$ cat src/hw/cpuPkg.sv
`default_nettype none

package cpuPkg;

    localparam int wordWidth = 32;
    localparam int regIdxWidth = 5;
    localparam int opcodeWidth = 7;

    // data, address and instruction words
    typedef logic [wordWidth-1:0] word_t;
    typedef logic [regIdxWidth-1:0] regIdx_t;

    // RV32I major opcodes handled by the core
    localparam logic [opcodeWidth-1:0] opcodeLui = 7'b0110111;
    localparam logic [opcodeWidth-1:0] opcodeOpImm = 7'b0010011;
    localparam logic [opcodeWidth-1:0] opcodeOp = 7'b0110011;
    localparam logic [opcodeWidth-1:0] opcodeLoad = 7'b0000011;
    localparam logic [opcodeWidth-1:0] opcodeStore = 7'b0100011;

    // sequencer phases
    typedef enum logic [1:0] {
        stInit,
        stFetch,
        stDecode,
        stMem
    } ctrlState_t;

endpackage

`default_nettype wire
$ cat src/hw/cpuCore.sv
`timescale 1ns/1ps
`default_nettype none

module cpuCore #(
    parameter cpuPkg::word_t resetPc = '0
) (
    input  wire           clk,
    input  wire           rst,
    output logic          iReq,
    output cpuPkg::word_t iAddr,
    input  cpuPkg::word_t iData,
    input  wire           iValid,
    output logic          dReq,
    output logic          dWrite,
    output cpuPkg::word_t dAddr,
    output cpuPkg::word_t dWData,
    input  cpuPkg::word_t dRData,
    input  wire           dValid
);

    logic retire;
    logic fetchEnd;
    logic isMem;
    logic isStore;
    logic rdWriteEn;

    cpuPkg::word_t instr;
    cpuPkg::word_t rs1Data;
    cpuPkg::word_t rs2Data;
    cpuPkg::word_t loadData;
    cpuPkg::word_t memAddr;
    cpuPkg::word_t wbData;
    cpuPkg::word_t storeData;

    cpuPkg::regIdx_t rs1Idx;
    cpuPkg::regIdx_t rs2Idx;
    cpuPkg::regIdx_t rdIdx;

    cpuController i_cpuController (
        .clk      (clk),
        .rst      (rst),
        .iValid   (iValid),
        .dValid   (dValid),
        .isMem    (isMem),
        .iReq     (iReq),
        .dReq     (dReq),
        .retire   (retire),
        .fetchEnd (fetchEnd)
    );

    fetchUnit #(
        .resetPc (resetPc)
    ) i_fetchUnit (
        .clk      (clk),
        .rst      (rst),
        .fetchEnd (fetchEnd),
        .iData    (iData),
        .retire   (retire),
        .pc       (iAddr),
        .instr    (instr)
    );

    decodeUnit i_decodeUnit (
        .instr     (instr),
        .rs1Data   (rs1Data),
        .rs2Data   (rs2Data),
        .loadData  (loadData),
        .rs1Idx    (rs1Idx),
        .rs2Idx    (rs2Idx),
        .rdIdx     (rdIdx),
        .rdWriteEn (rdWriteEn),
        .isMem     (isMem),
        .isStore   (isStore),
        .memAddr   (memAddr),
        .wbData    (wbData),
        .storeData (storeData)
    );

    regFile i_regFile (
        .clk       (clk),
        .rst       (rst),
        .rs1Idx    (rs1Idx),
        .rs2Idx    (rs2Idx),
        .rdIdx     (rdIdx),
        .rdWriteEn (rdWriteEn),
        .retire    (retire),
        .wbData    (wbData),
        .rs1Data   (rs1Data),
        .rs2Data   (rs2Data)
    );

    loadStoreUnit i_loadStoreUnit (
        .clk       (clk),
        .rst       (rst),
        .retire    (retire),
        .dReq      (dReq),
        .memAddr   (memAddr),
        .storeData (storeData),
        .isStore   (isStore),
        .dRData    (dRData),
        .dAddr     (dAddr),
        .dWData    (dWData),
        .dWrite    (dWrite),
        .loadData  (loadData)
    );

endmodule

`default_nettype wire

$ cat src/hw/loadStoreUnit.sv
`timescale 1ns/1ps
`default_nettype none

module loadStoreUnit (
    input  wire           clk,
    input  wire           rst,
    input  wire           retire,
    input  wire           dReq,
    input  cpuPkg::word_t memAddr,
    input  cpuPkg::word_t storeData,
    input  wire           isStore,
    input  cpuPkg::word_t dRData,
    output cpuPkg::word_t dAddr,
    output cpuPkg::word_t dWData,
    output logic          dWrite,
    output cpuPkg::word_t loadData
);

    logic writeQ;

    cpuPkg::word_t addrQ;
    cpuPkg::word_t dataQ;

    // direction of the access in flight until the instruction retires
    always_ff @(posedge clk or posedge rst) begin
        if (rst) begin
            writeQ <= 1'b0;
        end else if (dReq) begin
            writeQ <= isStore;
        end else if (retire) begin
            writeQ <= 1'b0;
        end
    end

    always_ff @(posedge clk) begin
        if (dReq) begin
            addrQ <= memAddr;
            dataQ <= storeData;
        end
    end

    // decoded values in the request cycle and the held copies after it
    assign dAddr = dReq ? memAddr : addrQ;
    assign dWData = dReq ? storeData : dataQ;
    assign dWrite = dReq ? isStore : writeQ;

    assign loadData = dRData;

endmodule

`default_nettype wire

$ cat src/hw/regFile.sv
`timescale 1ns/1ps
`default_nettype none

module regFile (
    input  wire             clk,
    input  wire             rst,
    input  cpuPkg::regIdx_t rs1Idx,
    input  cpuPkg::regIdx_t rs2Idx,
    input  cpuPkg::regIdx_t rdIdx,
    input  wire             rdWriteEn,
    input  wire             retire,
    input  cpuPkg::word_t   wbData,
    output cpuPkg::word_t   rs1Data,
    output cpuPkg::word_t   rs2Data
);

    cpuPkg::word_t regs [32];

    always_ff @(posedge clk or posedge rst) begin
        if (rst) begin
            for (int i = 0; i < 32; i++) begin
                regs[i] <= '0;
            end
        end else if (retire && rdWriteEn && (rdIdx != '0)) begin
            regs[rdIdx] <= wbData;
        end
    end

    // x0 always reads as zero
    assign rs1Data = (rs1Idx == '0) ? '0 : regs[rs1Idx];
    assign rs2Data = (rs2Idx == '0) ? '0 : regs[rs2Idx];

endmodule

`default_nettype wire

$ cat src/hw/decodeUnit.sv
`timescale 1ns/1ps
`default_nettype none

module decodeUnit (
    input  cpuPkg::word_t   instr,
    input  cpuPkg::word_t   rs1Data,
    input  cpuPkg::word_t   rs2Data,
    input  cpuPkg::word_t   loadData,
    output cpuPkg::regIdx_t rs1Idx,
    output cpuPkg::regIdx_t rs2Idx,
    output cpuPkg::regIdx_t rdIdx,
    output logic            rdWriteEn,
    output logic            isMem,
    output logic            isStore,
    output cpuPkg::word_t   memAddr,
    output cpuPkg::word_t   wbData,
    output cpuPkg::word_t   storeData
);

    logic [6:0] opcode;
    logic [2:0] funct3;
    logic [6:0] funct7;

    cpuPkg::word_t immI;
    cpuPkg::word_t immS;
    cpuPkg::word_t immU;
    cpuPkg::word_t aluResult;

    logic isLui;
    logic isAddi;
    logic isAdd;
    logic isLoad;

    assign opcode = instr[6:0];
    assign rdIdx = instr[11:7];
    assign funct3 = instr[14:12];
    assign rs1Idx = instr[19:15];
    assign rs2Idx = instr[24:20];
    assign funct7 = instr[31:25];

    assign immI = {{20{instr[31]}}, instr[31:20]};
    assign immS = {{20{instr[31]}}, instr[31:25], instr[11:7]};
    assign immU = {instr[31:12], 12'b0};

    // only word accesses and plain adds, anything else is a no-op
    assign isLui = (opcode == cpuPkg::opcodeLui);
    assign isAddi = (opcode == cpuPkg::opcodeOpImm) && (funct3 == 3'b000);
    assign isAdd = (opcode == cpuPkg::opcodeOp) && (funct3 == 3'b000) && (funct7 == 7'b0);
    assign isLoad = (opcode == cpuPkg::opcodeLoad) && (funct3 == 3'b010);
    assign isStore = (opcode == cpuPkg::opcodeStore) && (funct3 == 3'b010);
    assign isMem = isLoad || isStore;

    always_comb begin
        aluResult = '0;
        if (isLui) begin
            aluResult = immU;
        end else if (isAddi) begin
            aluResult = rs1Data + immI;
        end else if (isAdd) begin
            aluResult = rs1Data + rs2Data;
        end
    end

    // effective address, S-type offset for stores
    assign memAddr = rs1Data + (isStore ? immS : immI);
    assign storeData = rs2Data;

    assign wbData = isLoad ? loadData : aluResult;
    assign rdWriteEn = (isLui || isAddi || isAdd || isLoad) && (rdIdx != '0);

endmodule

`default_nettype wire

$ cat src/hw/fetchUnit.sv
`timescale 1ns/1ps
`default_nettype none

module fetchUnit #(
    parameter cpuPkg::word_t resetPc = '0
) (
    input  wire           clk,
    input  wire           rst,
    input  wire           fetchEnd,
    input  cpuPkg::word_t iData,
    input  wire           retire,
    output cpuPkg::word_t pc,
    output cpuPkg::word_t instr
);

    localparam cpuPkg::word_t pcStep = 32'd4;

    // no control flow, so the pc only ever steps forward
    always_ff @(posedge clk or posedge rst) begin
        if (rst) begin
            pc <= resetPc;
        end else if (retire) begin
            pc <= pc + pcStep;
        end
    end

    // instruction register, stable from decode until the next fetch reply
    always_ff @(posedge clk) begin
        if (fetchEnd) begin
            instr <= iData;
        end
    end

endmodule

`default_nettype wire

$ cat src/hw/cpuController.sv
`timescale 1ns/1ps
`default_nettype none

module cpuController (
    input  wire  clk,
    input  wire  rst,
    input  wire  iValid,
    input  wire  dValid,
    input  wire  isMem,
    output logic iReq,
    output logic dReq,
    output logic retire,
    output logic fetchEnd
);

    cpuPkg::ctrlState_t state;
    cpuPkg::ctrlState_t nextState;

    // set once the request for the current access has gone out
    logic iPending;
    logic dPending;

    always_ff @(posedge clk or posedge rst) begin
        if (rst) begin
            state <= cpuPkg::stInit;
        end else begin
            state <= nextState;
        end
    end

    always_comb begin
        nextState = state;
        case (state)
            cpuPkg::stInit: begin
                nextState = cpuPkg::stFetch;
            end
            cpuPkg::stFetch: begin
                if (iValid) begin
                    nextState = cpuPkg::stDecode;
                end
            end
            cpuPkg::stDecode: begin
                if (isMem) begin
                    nextState = cpuPkg::stMem;
                end else begin
                    nextState = cpuPkg::stFetch;
                end
            end
            cpuPkg::stMem: begin
                if (dValid) begin
                    nextState = cpuPkg::stFetch;
                end
            end
            default: begin
                nextState = cpuPkg::stInit;
            end
        endcase
    end

    // request pulses follow the state being entered, one per access
    always_ff @(posedge clk or posedge rst) begin
        if (rst) begin
            iReq <= 1'b0;
            dReq <= 1'b0;
            iPending <= 1'b0;
            dPending <= 1'b0;
        end else begin
            if (nextState == cpuPkg::stFetch) begin
                iReq <= ~iPending;
                iPending <= 1'b1;
            end else begin
                iReq <= 1'b0;
                iPending <= 1'b0;
            end
            if (nextState == cpuPkg::stMem) begin
                dReq <= ~dPending;
                dPending <= 1'b1;
            end else begin
                dReq <= 1'b0;
                dPending <= 1'b0;
            end
        end
    end

    assign fetchEnd = iValid && (state == cpuPkg::stFetch);

    // non-memory ops finish in decode, loads and stores on the data reply
    assign retire = ((state == cpuPkg::stDecode) && !isMem)
                 || ((state == cpuPkg::stMem) && dValid);

endmodule

`default_nettype wire

$ cat config.mk
export PLATFORM = sky130hd
export DESIGN_NAME = cpuCore
export DESIGN_NICKNAME = d
export VERILOG_FILES = /design/src/hw/cpuPkg.sv /design/src/hw/cpuCore.sv /design/src/hw/loadStoreUnit.sv /design/src/hw/regFile.sv /design/src/hw/decodeUnit.sv /design/src/hw/fetchUnit.sv /design/src/hw/cpuController.sv
export SDC_FILE = /design/constraint.sdc
export NUM_CORES = 2
export LEC_CHECK = 0
export ABC_AREA = 1
export BUFFER_PORTS_ARGS = -buffer_cell sky130_fd_sc_hd__buf_4
export CAP_MARGIN = 20
export CORE_MARGIN = 5
export CORE_UTILIZATION = 41
export CTS_BUF_LIST = sky130_fd_sc_hd__clkbuf_2
export DETAILED_ROUTE_END_ITERATION = 10
export GPL_ROUTABILITY_DRIVEN = 0
export PLACE_DENSITY = 0.64
export SLEW_MARGIN = 20
export SYNTH_ARGS = -nofsm -noshare
export SYNTH_HDL_FRONTEND = slang
export SYNTH_HIERARCHICAL = 1
export SYNTH_SLANG_ARGS = --single-unit
$ cat constraint.sdc
create_clock -name clk -period 57.7 [get_ports clk]
set_clock_uncertainty 0.1 [all_clocks]
set_input_delay 11.54 -clock clk [delete_from_list [all_inputs] [get_ports clk]]
set_output_delay 11.54 -clock clk [all_outputs]
set_load 0.02 [all_outputs]
==> results.json <==
{
  "final_nets": 9926,
  "synth_xor_area_share_pct": 0.794,
  "arrival_ns": 8.35,
  "syn_inst": 10000,
  "tns_ns": 0,
  "p_comb_share_pct": 30.0,
  "drt-pass1-iter-count": 10,
  "final.period_utilization_pct": 34.6,
  "p_sw_mw": 0.853,
  "grt.overflow.total": 0,
  "path_clk_slew_ns": 0.09,
  "clk-insertion-delay-late_ns": 1.82,
  "cts-resized-gates": 0,
  "area_growth_pct": 5.85,
  "post_cts_buffers": 0,
  "total_leakage_power_nw": 34.1,
  "fill_cells": 17300,
  "synthArstFlopShare_pct": 91.7,
  "ys_types": 59,
  "cts_root_buf": "clkbuf_2",
  "ys_ff_latch": 1157,
  "die_h_um": 418,
  "violations": "design-rule violations",
  "multi_input_area_um2": 34100,
  "tightest_slew_ns": 1.21,
  "initialDrtViolationCount": 9054,
  "drv_cap": 0,
  "grt_usage_pct": 29.4,
  "worst_setup_path_end_kind": "primary output",
  "grt_pass1_wl_um": 400000,
  "yosys_warnings": 6,
  "grt_pass1_vias": 66400,
  "ant_nets": 0,
  "core_area_um2": 166000,
  "p_int_mw": 1.26,
  "dominantRegCellSynth": "dfrtp_1",
  "seqPwrFrac_pct": 40.9,
  "routed_via_density": 5.72,
  "synth_seq_area_share_pct": 42.1,
  "cts_hold_buf": 0,
  "antenna_found_initial": 7,
  "ir_worst_vdd_mv": 0.0187,
  "dieArea_um2": 175000,
  "rsz0062_at_grt": "no",
  "syn_area_per_cell_um2": 6.81,
  "port_buffers": 164,
  "synthMuxAreaShare_pct": 0.0494,
  "hold_class": "flop to flop",
  "vias": 69900,
  "cts-buffers-inserted": 332,
  "synth_top_family_by_area": "simple AND/OR/NAND/NOR gates",
  "startpoint_type": "flop",
  "cts_max_path_buffers": 4,
  "ios": 167,
  "synth_fa_ha_area_share_pct": 1.33,
  "setup-violations-final": 0,
  "final_layout_size_suffix_gt1_share_pct": 8.99,
  "drt_wl_total_um": 265000,
  "die_x_um": 418,
  "p_sw_share_pct": 40.4,
  "route.detailed.wl_per_inst_um": 21.7,
  "synth-compound-area-share_pct": 11.3,
  "path_class": "flop to primary output",
  "hold_ws_ns": 0.311,
  "synth_edf_count": 32,
  "fmax_ghz": 0.0500,
  "dp_hpwl_um": 150000,
  "row_count": 150,
  "seqCellArea_um2": 28800,
  "outcome": "finished, violations left",
  "clock_sinks": 1157,
  "cp_max_fo": 172,
  "fin_crit_ns": 19.99,
  "synthSimpleGateAreaFrac_pct": 36.4,
  "cts_tree": "built",
  "power.density_nw_per_um2": 29.2,
  "synth_area_um2": 68400,
  "ctsHtreeMaxLevel": 5,
  "clock_power_share_pct": 29.1,
  "hold_viol": 0,
  "required_ns": 46.06,
  "max_slew_margin_pct": 19.2,
  "drv_slew": 0,
  "drcViolationCount": 2,
  "start_util_pct": 41.1,
  "grt_max_degree": 203
}
critical path: stages (launching register included):
cell      delay, ns
edfxtp_1       0.37
buf_4          0.37
inv_8          0.55
buf_4          0.70
buf_12         0.70
nand2_1        0.11
nand3_1        0.12
nand3_1        0.10
nand2_1        0.13
nand2_1        0.06
nand2_1        0.08
nor2_1         0.08
nor2_1         0.74
ha_1           0.46
a21oi_1        0.25
o21ai_1        0.13
a21oi_1        0.24
o21ai_1        0.20
nand2_1        0.10
nand2_1        0.08
xor2_1         0.16
nand2_1        0.07
o21ai_0        0.27
buf_4          0.25
logic make-up after synthesis:
logic type | count (synthesis)
AND/OR/NAND/NOR | 5947
other | 1
XOR/XNOR | 62
buffers and inverters | 1287
flip-flops | 1157
multiplexers | 3
adder cells (fa/ha/maj) | 71
AO/OA/AOI/OAI | 1517
stage by stage:
stage	cells	setup slack [ns]	area, um2	utilization [%]	power, mW
finish	12200	37.71	72400	43.5	2.11
global route	12200	37.38	72400	43.5	2.21
floorplan	10000	17.24	68400	-	1.28
global placement	11700	39.78	69500	41.7	1.49
detailed placement	11700	39.80	69500	41.7	1.49
CTS	12200	37.85	72300	43.4	2.11
path summary, 6_finish.rpt:
kind                       depth (start not counted)  slack (ns)                                 end                              from
max in group asynchronous                          6       43.90     i_regFile/regs[484]$_DFFE_PP0P_                               rst
hold / removal                                     0        0.31    i_regFile/regs[1005]$_DFFE_PP0P_  i_regFile/regs[1005]$_DFFE_PP0P_
min in group asynchronous                          2        9.68  i_loadStoreUnit/writeQ$_DFFE_PP0P_                               rst
setup reg to reg                                  26       49.81     i_regFile/regs[115]$_DFFE_PP0P_   i_fetchUnit/instr[15]$_DFFE_PP_
hold reg to reg                                    0        0.31    i_regFile/regs[1005]$_DFFE_PP0P_  i_regFile/regs[1005]$_DFFE_PP0P_
setup / recovery                                  23       37.71                           dAddr[29]   i_fetchUnit/instr[15]$_DFFE_PP_
power groups by stage:
stage,registers (mW),logic [mW],clock network (mW)
2_1_floorplan,0.878,0.402,0
3_3_place_gp,0.879,0.611,0
3_5_place_dp,0.879,0.614,0
4_1_cts,0.863,0.616,0.630
5_1_grt,0.867,0.676,0.670
6_report,0.863,0.634,0.615
layout make-up:
| type | instances | share of cell area [%] |
|---|---|---|
| antenna | 12 | 0.0415 |
| clock inverter | 67 | 0.539 |
| sequential | 1157 | 39.8 |
| timing repair buffer | 271 | 3.10 |
| inverter | 423 | 2.26 |
| clock buffer | 485 | 3.35 |
| tap | 2204 | 3.81 |
| multi-input combinational | 7602 | 47.1 |
synthesized netlist by cell type, types with 4 or more instances:
| cell | n | share of area [%] |
|---|---|---|
| nand2_1 | 3393 | 19 |
| nand3_1 | 1529 | 11 |
| dfrtp_1 | 1061 | 39 |
| nor2_1 | 869 | 4.8 |
| a21oi_1 | 859 | 6.3 |
| o21ai_0 | 553 | 4.0 |
| clkbuf_1 | 419 | 2.3 |
| inv_1 | 406 | 2.2 |
| buf_2 | 273 | 2.0 |
| buf_4 | 88 | 0.97 |
| buf_1 | 77 | 0.42 |
| o21ai_1 | 69 | 0.50 |
| ha_1 | 68 | 1.2 |
| dfxtp_1 | 64 | 1.9 |
| xor2_1 | 48 | 0.61 |
| edfxtp_1 | 32 | 1.4 |
| nand4_1 | 32 | 0.29 |
| nor2_4 | 27 | 0.44 |
| nor3_1 | 17 | 0.12 |
| inv_2 | 15 | 0.082 |
| nand2_2 | 15 | 0.14 |
| nor2_2 | 14 | 0.13 |
| xnor2_1 | 14 | 0.18 |
| o21bai_1 | 10 | 0.11 |
| nand3b_1 | 9 | 0.099 |
| nand3_2 | 8 | 0.12 |
| nor3_2 | 7 | 0.10 |
| o211ai_1 | 7 | 0.077 |
| or2_2 | 7 | 0.064 |
| buf_6 | 5 | 0.082 |
| nand2_4 | 4 | 0.066 |
| o21ai_2 | 4 | 0.051 |
metal layers:
| layer | GRT usage [%] | wire length (um) | up-vias |
|---|---|---|---|
| li1 | - | - | 32100 |
| met1 | 38.1 | 103000 | 32600 |
| met2 | 44.4 | 113000 | 4307 |
| met3 | 6.98 | 30800 | 981 |
| met4 | 18.0 | 17600 | 0 |
| met5 | 0 | 0 | - |
flip-flops by register name, summed over array words and instances (netlist names):
name                      flops
i_regFile/regs             1024
i_fetchUnit/instr            32
i_loadStoreUnit/addrQ        32
i_loadStoreUnit/dataQ        32
i_fetchUnit/pc               30
i_cpuController/state         2
i_cpuController/dPending      1
i_cpuController/dReq          1
i_cpuController/iPending      1
i_cpuController/iReq          1
i_loadStoreUnit/writeQ        1
cell usage in the layout, fill, tap and decap left out, types with 8 or more instances in the layout:
cell         n
a21oi_1    859
buf_12      11
buf_4      254
clkbuf_2   485
clkinv_1    59
clkinv_2     8
dfrtp_1   1060
dfxtp_1     64
diode_2     12
edfxtp_1    32
ha_1        68
inv_1      395
inv_2       16
nand2_1   3390
nand2_2     18
nand3_1   1525
nand3_2     10
nand3b_1     9
nand4_1     32
nor2_1     869
nor2_2      14
nor2_4      27
nor3_1      17
o21ai_0    553
o21ai_1     69
o21bai_1    10
xnor2_1     14
xor2_1      48
No activity file was read; power rests on OpenSTA's default activity.
